===== src/vid_fabric_pkg.sv =====
package vid_fabric_pkg;

    ////////////////////////////////////////////////////////////////////////////
    // Bus widths
    ////////////////////////////////////////////////////////////////////////////
    localparam int REG_ADDR_W   = 20;
    localparam int BYTE_W       = 8;
    // Word address from the pixel-fetch master
    localparam int FETCH_ADDR_W = 16;

    ////////////////////////////////////////////////////////////////////////////
    // Region codes
    ////////////////////////////////////////////////////////////////////////////
    // Address bits 19..16, anything else is memory space
    localparam logic [3:0] REG_PAGE_HI  = 4'hF;
    // Address bits 15..12 inside register space
    localparam logic [3:0] PAGE_PALETTE = 4'h1;

    ////////////////////////////////////////////////////////////////////////////
    // Memory sizes
    ////////////////////////////////////////////////////////////////////////////
    // 128 KiB of main RAM at 0x00000-0x1FFFF
    localparam int MEM_WORDS   = 32768;
    localparam int MEM_AW      = $clog2(MEM_WORDS);
    localparam int PAL_ENTRIES = 256;

    ////////////////////////////////////////////////////////////////////////////
    // Shared types
    ////////////////////////////////////////////////////////////////////////////
    typedef logic [REG_ADDR_W-1:0] reg_addr_t;

    // Four byte lanes, lane 0 in bits 7..0
    typedef logic [31:0] mem_word_t;

    // 4-bit R, G, B in bits 11..0, upper nibble kept for readback only
    typedef logic [15:0] pal_entry_t;

    typedef logic [11:0] rgb_t;

endpackage

===== src/regbus_if.sv =====
`timescale 1ns/1ps

// One decoded target connection of the register bus
interface regbus_if;

    vid_fabric_pkg::reg_addr_t           addr;
    logic [vid_fabric_pkg::BYTE_W-1:0]   wrdata;
    logic                                write;
    // Already qualified with the target's region select
    logic                                strobe;
    // Valid in the cycle after a read strobe
    logic [vid_fabric_pkg::BYTE_W-1:0]   rddata;

    modport host (
        output addr,
        output wrdata,
        output write,
        output strobe,
        input  rddata
    );

    modport target (
        input  addr,
        input  wrdata,
        input  write,
        input  strobe,
        output rddata
    );

endinterface


===== src/regbus_decoder.sv =====
`timescale 1ns/1ps

module regbus_decoder (
    input  logic                              clk,
    input  logic                              reset,

    input  vid_fabric_pkg::reg_addr_t         reg_addr_i,
    input  logic [vid_fabric_pkg::BYTE_W-1:0] reg_wrdata_i,
    input  logic                              reg_strobe_i,
    input  logic                              reg_write_i,
    output logic [vid_fabric_pkg::BYTE_W-1:0] reg_rddata_o,

    regbus_if.host                            mem,
    regbus_if.host                            pal
);

    localparam int AW = vid_fabric_pkg::REG_ADDR_W;

    logic reg_space;
    logic mem_sel;
    logic pal_sel;
    logic mem_rd_r;
    logic pal_rd_r;

    ////////////////////////////////////////////////////////////////////////////
    // Region decode
    ////////////////////////////////////////////////////////////////////////////
    // 00000-EFFFF  memory space (main RAM below 0x20000)
    // F1000-F1FFF  palette
    // Other F-pages read as zero
    assign reg_space = (reg_addr_i[AW-1 -: 4] == vid_fabric_pkg::REG_PAGE_HI);
    assign mem_sel   = !reg_space;
    assign pal_sel   = reg_space && (reg_addr_i[AW-5 -: 4] == vid_fabric_pkg::PAGE_PALETTE);

    // Same address and data to both targets, strobe only to the selected one
    assign mem.addr   = reg_addr_i;
    assign mem.wrdata = reg_wrdata_i;
    assign mem.write  = reg_write_i;
    assign mem.strobe = reg_strobe_i && mem_sel;

    assign pal.addr   = reg_addr_i;
    assign pal.wrdata = reg_wrdata_i;
    assign pal.write  = reg_write_i;
    assign pal.strobe = reg_strobe_i && pal_sel;

    ////////////////////////////////////////////////////////////////////////////
    // Read data mux
    ////////////////////////////////////////////////////////////////////////////
    // Select delayed one cycle to line up with the registered target reads
    always_ff @(posedge clk or posedge reset) begin
        if (reset) begin
            mem_rd_r <= 1'b0;
            pal_rd_r <= 1'b0;
        end else begin
            mem_rd_r <= mem.strobe && !reg_write_i;
            pal_rd_r <= pal.strobe && !reg_write_i;
        end
    end

    always_comb begin
        reg_rddata_o = '0;
        if (mem_rd_r) begin
            reg_rddata_o = mem.rddata;
        end else if (pal_rd_r) begin
            reg_rddata_o = pal.rddata;
        end
    end

endmodule


===== src/flat_wrapper.sv =====
// flat-port wrapper written by rule: the top's interface ports become plain ports
module regbus_decoder_flat 
  (clk, reset, reg_addr_i, reg_wrdata_i, reg_strobe_i, reg_write_i, reg_rddata_o, mem_addr, mem_wrdata, mem_write, mem_strobe, mem_rddata, pal_addr, pal_wrdata, pal_write, pal_strobe, pal_rddata);
  regbus_if mem_i ();
  regbus_if pal_i ();
  input  logic clk;
  input  logic reset;
  input  vid_fabric_pkg::reg_addr_t reg_addr_i;
  input  logic [vid_fabric_pkg::BYTE_W-1:0] reg_wrdata_i;
  input  logic reg_strobe_i;
  input  logic reg_write_i;
  output logic [vid_fabric_pkg::BYTE_W-1:0] reg_rddata_o;
  output wire logic [$bits(mem_i.addr)-1:0] mem_addr;
  output wire logic [$bits(mem_i.wrdata)-1:0] mem_wrdata;
  output wire logic [$bits(mem_i.write)-1:0] mem_write;
  output wire logic [$bits(mem_i.strobe)-1:0] mem_strobe;
  input wire logic [$bits(mem_i.rddata)-1:0] mem_rddata;
  output wire logic [$bits(pal_i.addr)-1:0] pal_addr;
  output wire logic [$bits(pal_i.wrdata)-1:0] pal_wrdata;
  output wire logic [$bits(pal_i.write)-1:0] pal_write;
  output wire logic [$bits(pal_i.strobe)-1:0] pal_strobe;
  input wire logic [$bits(pal_i.rddata)-1:0] pal_rddata;
  assign mem_addr = mem_i.addr;
  assign mem_wrdata = mem_i.wrdata;
  assign mem_write = mem_i.write;
  assign mem_strobe = mem_i.strobe;
  assign mem_i.rddata = mem_rddata;
  assign pal_addr = pal_i.addr;
  assign pal_wrdata = pal_i.wrdata;
  assign pal_write = pal_i.write;
  assign pal_strobe = pal_i.strobe;
  assign pal_i.rddata = pal_rddata;
  regbus_decoder u_core (.clk(clk), .reset(reset), .reg_addr_i(reg_addr_i), .reg_wrdata_i(reg_wrdata_i), .reg_strobe_i(reg_strobe_i), .reg_write_i(reg_write_i), .reg_rddata_o(reg_rddata_o), .mem(mem_i), .pal(pal_i));
endmodule

===== config.mk =====
export PLATFORM = sky130hd
export DESIGN_NAME = regbus_decoder_flat
export DESIGN_NICKNAME = d
export VERILOG_FILES = /design/src/vid_fabric_pkg.sv /design/src/regbus_if.sv /design/src/regbus_decoder.sv /design/src/flat_wrapper.sv
export SDC_FILE = /design/constraint.sdc
export NUM_CORES = 1
export LEC_CHECK = 0
export BUFFER_PORTS_ARGS = -buffer_cell sky130_fd_sc_hd__clkbuf_2
export CORE_UTILIZATION = 29
export CTS_BUF_LIST = sky130_fd_sc_hd__clkbuf_2 sky130_fd_sc_hd__clkbuf_4 sky130_fd_sc_hd__clkbuf_8
export DETAILED_ROUTE_END_ITERATION = 12
export PLACE_DENSITY = 0.9
export SLEW_MARGIN = 10
export SYNTH_ARGS = -nofsm -noshare
export SYNTH_HDL_FRONTEND = slang
export SYNTH_SLANG_ARGS = --single-unit

===== constraint.sdc =====
create_clock -name clk -period 1.4 [get_ports clk]
set_input_delay 0.21 -clock clk [delete_from_list [all_inputs] [get_ports clk]]
set_output_delay 0.21 -clock clk [all_outputs]
set_load 0.05 [all_outputs]

==> results of run 1 <==
[worst paths after layout]
kind	start	to	slack, ns
setup / recovery	u_core.mem_rd_r$_DFF_PP0_	reg_rddata_o[2]	-0.009
hold / removal	reg_write_i	u_core.pal_rd_r$_DFF_PP0_	0.20
max in group asynchronous	reset	u_core.mem_rd_r$_DFF_PP0_	0.93
min in group asynchronous	reset	u_core.pal_rd_r$_DFF_PP0_	0.36
[final cells by class]
cell class | count | area, um2 | area share
Timing Repair Buffer | 57 | 372.9 | 0.6020
Multi-Input combinational cell | 17 | 136.4 | 0.2202
Sequential cell | 2 | 50.05 | 0.08081
Tap cell | 27 | 33.78 | 0.05455
Clock buffer | 3 | 22.52 | 0.03636
Inverter | 1 | 3.754 | 0.006061
[synthesized netlist by cell type]
library cell,instances,area [um2]
sky130_fd_sc_hd__buf_4,58,435.4
sky130_fd_sc_hd__a22o_1,7,61.31
sky130_fd_sc_hd__buf_6,2,22.52
sky130_fd_sc_hd__dfrtp_1,2,50.05
sky130_fd_sc_hd__nand2_1,2,7.510
sky130_fd_sc_hd__and2_1,1,6.260
sky130_fd_sc_hd__and3b_1,1,8.760
sky130_fd_sc_hd__inv_1,1,3.750
sky130_fd_sc_hd__nand4_1,1,6.260
sky130_fd_sc_hd__nand4bb_1,1,11.26
sky130_fd_sc_hd__nor2b_4,1,13.76
sky130_fd_sc_hd__nor3_1,1,5.000
sky130_fd_sc_hd__nor4_1,1,6.260
sky130_fd_sc_hd__o21ai_0,1,5.000
[critical path, cell delays in order, from the launching register on]
cell                      delay, ns
sky130_fd_sc_hd__dfrtp_1       0.42
sky130_fd_sc_hd__nor2b_4       0.20
sky130_fd_sc_hd__a22o_1        0.20
sky130_fd_sc_hd__buf_8         0.15
[logic make-up after synthesis]
kind of cell           count (synthesis)  share of synthesized area
AND/OR/NAND/NOR                        9                     0.1012
flip-flops                             2                    0.07782
buffers and inverters                 61                     0.7179
AO/OA/AOI/OAI                          8                     0.1031
[sequential cells by signal, indices dropped and copies added (netlist names)]
signal / cells
u_core.mem_rd_r: 1
u_core.pal_rd_r: 1
[metrics by stage]
stage	worst slack, ns	setup TNS [ns]	utilization	hold slack (ns)
after floorplan	-0.01917	-0.01917	-	-0.04882
after global placement	0.1768	0	0.2506	0.04827
after detailed placement	0.1681	0	0.2506	0.04763
after CTS	-0.005771	-0.01138	0.3001	0.1911
after global routing	-0.07744	-0.4166	0.3063	0.1999
final	-0.009410	-0.01298	0.3063	0.1963
[layout by cell type, fill, tap and decap left out, types with 2 or more instances in the layout]
cell type / instances
sky130_fd_sc_hd__nand2_1: 2
sky130_fd_sc_hd__a22o_1: 7
sky130_fd_sc_hd__clkbuf_4: 3
sky130_fd_sc_hd__dfrtp_1: 2
sky130_fd_sc_hd__buf_8: 7
sky130_fd_sc_hd__clkbuf_2: 47
sky130_fd_sc_hd__buf_6: 2
[routing by layer]
layer | up-vias | wire, um
li1 | 204 | -
met3 | 12 | 177
met1 | 204 | 326
met5 | - | 0
met4 | 0 | 65
met2 | 43 | 629
[repair_timing]
action,4_1_cts,5_1_grt
pin swaps,0,5
resized for setup,16,9
setup endpoints to repair,8,8
hold buffers,1,0
endpoints found under the hold margin,2,0
[power by group through the flow]
stage | clock network [mW] | logic, mW | registers [mW]
4_1_cts | 0.136 | 0.259 | 0.0622
6_report | 0.130 | 0.266 | 0.0622
2_1_floorplan | 0 | 0.510 | 0.0611
3_5_place_dp | 0 | 0.241 | 0.0626
3_3_place_gp | 0 | 0.239 | 0.0623
5_1_grt | 0.151 | 0.276 | 0.0622
==> metrics.sh, run 1 <==
STATUS='complete, but fails checks'
FAILING_CHECKS='negative setup slack'
CTS.REPAIR_TIMING.SETUP_BUFFER_COUNT=0
CHIPWIDTH_UM=49.09
TRITONCTS='yes'
CRITICAL_PATH_ARRIVAL_NS=1.20
GRT_MAX_DEGREE=9
ANT_NETS=0
CTS_BUFFER_DEPTH=2
FIN_TOTAL_PWR_mW=0.4583
WORSTMARGINPINSLEW_NS=0.2809
GR-USAGE-MET1=0.06343
ACHIEVABLE-FREQUENCY_MHz=709.5
FINAL.MIN_CLOCK_PERIOD_NS=1.409
GRT_FIRST_PASS_WIRELENGTH_UM=1773
POSTLAYOUTCELLAREA_UM2=619.3
GLOBAL_ROUTE_HOTTEST_LAYER='met2'
FLOORPLAN.ROWS=16
SYN-MEAN-INSTANCE-AREA_UM2=8.039
CTS.HTREE.LEVELS=1
FLOORPLAN.DIE.HEIGHT_UM=49.09
GLOBALROUTETOTALUTIL=0.09734
SETUP.WORST_PATH.START_CLASS='register'
MAX_CAP_VIOL_COUNT=0
ROUTED_VIA_DENSITY=4.327
COMBINATIONALPOWERSHARE=0.581
SYNTH.CELL_AREA_UM2=643.1
DIE_AREA_UM2=2410
ROUTE.DETAILED.DRC=0
P_CLK_FRAC=0.284
FINAL_NETS=130
WHS_PATH_DEPTH=2
SYNTH-WARNING-COUNT=0
GRTUSAGEMET3=0.02804
DIODES=0
CLK_ROOT_BUFFER_CELL='sky130_fd_sc_hd__clkbuf_4'
CTS_MADE_BUFFERS=3
POST_ROUTE_CELLS_DRIVE_ABOVE_1_SHARE=0.7625
POWER.SWITCHING_FRACTION=0.4794
SETUP_REPAIR_AFTER_GLOBAL_ROUTING_MISSED_ITS_MARGIN='true'
MAXSLEWHEADROOM=0.8135
INITIAL_CORE_UTIL=0.3181
TIMING.FINAL.WS_SETUP_NS=-0.009410
P_SWITCHING_mW=0.2197
TOTAL_NETS_AFTER_SYNTHESIS=128
GLOBALPLACE.CONGESTION=0.7225
FINALCRITPERIODSHARE=1.007
FIRSTDRTPASSITERS=1
CTS_SINKS=2
SHARE_SEQ_OF_TOTAL_POWER=0.136
SETUP-VIOLATIONS-FINAL=2
SYNTHTOLAYOUTAREAGROWTH_PCT=-3.697
INITIAL_ANTENNA_VIOLATION_COUNT=0
FINALHOLDVIOLCOUNT=0
INTERNAL_POWER_mW=0.2386
CRIT_TYPE='register to output port'
CRITICAL_PATH_REQUIRED_NS=1.19
FINALNONFILLERCELLS=107
FINALWIRELENGTH_UM=1199
TOP_LEVEL_PORT_COUNT=116
STATIC_LEAK_nW=0.3501
HPWL_UM=945.3
IO_BUFFERS=55
TIMING.CRITICAL_PATH.FANOUT_MAX=7
DETAIL_ROUTE.WL_PER_CELL_UM=11.21
GRT_PASS1_VIAS=441
POST_SYNTHESIS_REGISTER_BIT_COUNT=2
NUM-FILL-CELLS=217
MET2_CAPACITY_USAGE_DURING_GLOBAL_ROUTING=0.1826
SLEW_VIOLATIONS=0
SYNTHESIS.INSTANCES=80
NUM_VIAS=463
CLK_PIN_SLEW_WORST_PATHS_NS=0.03
CORE_REGION_AREA_UM2=2022
SYNTH.YOSYS.SEQ_AREA_SHARE=0.07782
CRITICAL_PATH.ENDPOINT_TYPE='output port'
POWERDENSITY_nW_PER_UM2=740.0
IR_WORST_VDD_mV=0.4154
OVERFLOW=0
SYNTH_CELL_TYPES=14
WORSTHOLDPATHTYPE='input port to register'
PLACE_INST=103
POSTPLACECELLAREA_UM2=506.7
DRT_ITER0_DRC=0
Power figures use the tool's default switching activity.
==> run 2: changes to the inputs <==
- BUFFER_PORTS_ARGS: -buffer_cell sky130_fd_sc_hd__clkbuf_2 -> unset
- CORE_AREA: unset -> 2 2 45 47
- CORE_UTILIZATION: 29 -> unset
- DIE_AREA: unset -> 0 0 47 49
- DONT_BUFFER_PORTS: unset -> 1
- PLACE_DENSITY: 0.9 -> 0.53
==> run 2 against run 1 <==
Net effect:
- global-route usage down 2.5 points
- die area down 4.4%
- clock-buffer cell count unchanged
- non-clock buffer count down 46
- the flow still finishes with violations (negative setup slack)
- critical path depth unchanged
- largest power group is now clock
- first-iteration DRC count up 5
==> metrics.sh, run 2 (synthesis results as in run 1) <==
STATUS='complete, but fails checks'
FAILING_CHECKS='negative setup slack'
IR_WORST_VDD_mV=0.2778  # -33%
SETUP.WORST_PATH.START_CLASS='register'
SETUP_REPAIR_AFTER_GLOBAL_ROUTING_MISSED_ITS_MARGIN='true'
NUM-FILL-CELLS=211  # -2.8%
HOLD_CRIT_START='reg_addr_i[13]'
STATIC_LEAK_nW=0.1693  # -52%
CTS_SINKS=2  # unchanged
DIODES=0  # unchanged
GRT_FIRST_PASS_WIRELENGTH_UM=1193  # -33%
PLACE_INST=56  # -46%
MULTI_INPUT_COMB_AREA_UM2=136.4  # unchanged
SEQCELLAREA_UM2=51.30  # +2.5%
TIMING.CRITICAL_PATH.FANOUT_MAX=7  # unchanged
DETAIL_ROUTE.WL_PER_CELL_UM=15.48  # +38%
CLK_ROOT_BUFFER_CELL='sky130_fd_sc_hd__clkbuf_4'
IO_BUFFERS=0  # -100%
GLOBALPLACE.CONGESTION=0.5789  # -20%
TRITONCTS='yes'
CTS_BUFFER_DEPTH=2  # unchanged
HOLDPATHEND='u_core.pal_rd_r$_DFF_PP0_'
ROUTED_VIA_DENSITY=4.770  # +10%
CLK_PIN_SLEW_WORST_PATHS_NS=0.03  # about the same
MAX_CAP_VIOL_COUNT=0  # unchanged
TNS_NS=-0.02804  # -0.01506 ns
MAXSLEWHEADROOM=0.6714  # -0.1421
FINALHOLDVIOLCOUNT=0  # unchanged
GLOBALROUTETOTALUTIL=0.07260  # -0.02474
FINAL_UTIL=0.2371  # -0.06922
ACHIEVABLE-FREQUENCY_MHz=706.6  # -0.40%
MOSTFREQUENTLAYOUTCELL='sky130_fd_sc_hd__buf_12'
FINAL.MIN_CLOCK_PERIOD_NS=1.415  # +0.005724 ns
DRT_ITER0_DRC=5  # +5
CRIT_TYPE='register to output port'
FINALNONFILLERCELLS=61  # -43%
REG.LARGEST.LIST='u_core.mem_rd_r x1, u_core.pal_rd_r x1'
SETUP-VIOLATIONS-FINAL=4  # +2
POST_ROUTE_CELLS_DRIVE_ABOVE_1_SHARE=0.4706  # -0.2919
TOP_LEVEL_PORT_COUNT=116  # unchanged
FINALCRITPERIODSHARE=1.011  # +0.004089
FINALWIRELENGTH_UM=944  # -21%
WORSTMARGINPINSLEW_NS=0.4963  # +0.2154 ns
CRITICAL_PATH_REQUIRED_NS=1.19  # about the same
CTS_MADE_BUFFERS=3  # unchanged
POWERDENSITY_nW_PER_UM2=682.9  # -7.7%
FIRSTDRTPASSITERS=4  # +3
FINAL_NETS=84  # -35%
DIE_AREA_UM2=2303  # -4.4%
SLEW_VIOLATIONS=0  # unchanged
OVERFLOW=0  # unchanged
FLOORPLAN.DIE.HEIGHT_UM=49  # -0.18%
POSTLAYOUTCELLAREA_UM2=436.7  # -29%
SYNTHTOLAYOUTAREAGROWTH_PCT=-32.10
NUM_VIAS=291  # -37%
CRITICAL_PATH_ARRIVAL_NS=1.21  # about the same
ANT_NETS=0  # unchanged
FLOORPLAN.ROWS=16  # unchanged
CORE_REGION_AREA_UM2=1842  # -8.9%
GRT_MAX_DEGREE=10  # +1
CRITICAL_PATH.ENDPOINT_TYPE='output port'
GRT_PASS1_VIAS=317  # -28%
CTS.HTREE.LEVELS=1  # unchanged
CHIPWIDTH_UM=47  # -4.3%
FINAL.HOLD.WORST_SLACK_NS=0.06088  # -0.1355 ns
INITIAL_ANTENNA_VIOLATION_COUNT=0  # unchanged
MOSTFREQUENTLAYOUTCELLS='sky130_fd_sc_hd__buf_12, sky130_fd_sc_hd__a22o_1, sky130_fd_sc_hd__clkbuf_4'
INITIAL_CORE_UTIL=0.3492  # +0.03112
WORSTHOLDPATHTYPE='input port to register'
WHS_PATH_DEPTH=1  # -1
ROUTE.DETAILED.DRC=0  # unchanged
WORST_SETUP_STARTPOINT='u_core.mem_rd_r$_DFF_PP0_'
POSTPLACECELLAREA_UM2=379.1  # -25%
TIMING.FINAL.WS_SETUP_NS=-0.01513  # -0.005724 ns
run 2: cell count changes in the layout (fill, tap and decap cells not counted):
cell	previous run	this run
sky130_fd_sc_hd__buf_8	7	0
sky130_fd_sc_hd__dfrtp_2	0	1
sky130_fd_sc_hd__buf_4	0	1
sky130_fd_sc_hd__buf_6	2	1
sky130_fd_sc_hd__buf_12	0	8
sky130_fd_sc_hd__clkbuf_2	47	0
sky130_fd_sc_hd__dfrtp_1	2	1
run 2: critical path, stage by stage (launching register included):
cell	delay (ns)
sky130_fd_sc_hd__dfrtp_2	0.43
sky130_fd_sc_hd__nor2b_4	0.19
sky130_fd_sc_hd__a22o_1	0.21
sky130_fd_sc_hd__buf_12	0.15
run 2: area by class of cell:
class / count / share of cell area
repair buffers: 11 / 0.4327
flip-flops and latches: 2 / 0.1175
well taps: 27 / 0.07736
inverters: 1 / 0.008596
clock buffers: 3 / 0.05158
multi-input cells: 17 / 0.3123
run 2: worst max-delay path by stage:
stage / endpoint / slack, ns / depth (start not counted)
3_5_place_dp: reg_rddata_o[6] / 0.09 / 3
2_1_floorplan: reg_rddata_o[5] / -0.02 / 2
5_1_grt: reg_rddata_o[4] / -0.09 / 3
3_3_place_gp: reg_rddata_o[6] / 0.16 / 3
4_1_cts: reg_rddata_o[6] / -0.04 / 3
6_report: reg_rddata_o[6] / -0.02 / 3
run 2: metal layers:
metal / share of wire / vias to the layer above / GRT usage
met2: 0.46 / 52 / 0.1324
met3: 0.28 / 6 / 0.04815
met5: 0 / - / 0
met4: 0.018 / 0 / 0.06019
met1: 0.24 / 123 / 0.04036
li1: - / 110 / -
run 2: timing repair:
action,in CTS,in global routing
hold endpoints to repair,2,0
setup buffers,1,0
pin swaps,3,6
endpoints found under the setup margin,7,8
gates resized for setup,1,1
hold buffers,1,0
run 2: report_power, final:
| group | switching [mW] | internal, mW |
|---|---|---|
| combinational | 0.0586 | 0.0513 |
| clock | 0.0311 | 0.0944 |
| sequential | 0.00261 | 0.0602 |
| total | 0.0923 | 0.206 |
run 2: metrics by stage:
step           setup slack (ns)  total power, mW
3_3_place_gp             0.1561           0.1628
5_1_grt                -0.09143           0.3166
2_1_floorplan          -0.01917           0.5709
6_report               -0.01513           0.2982
4_1_cts                -0.04322           0.3072
3_5_place_dp            0.09435           0.1632
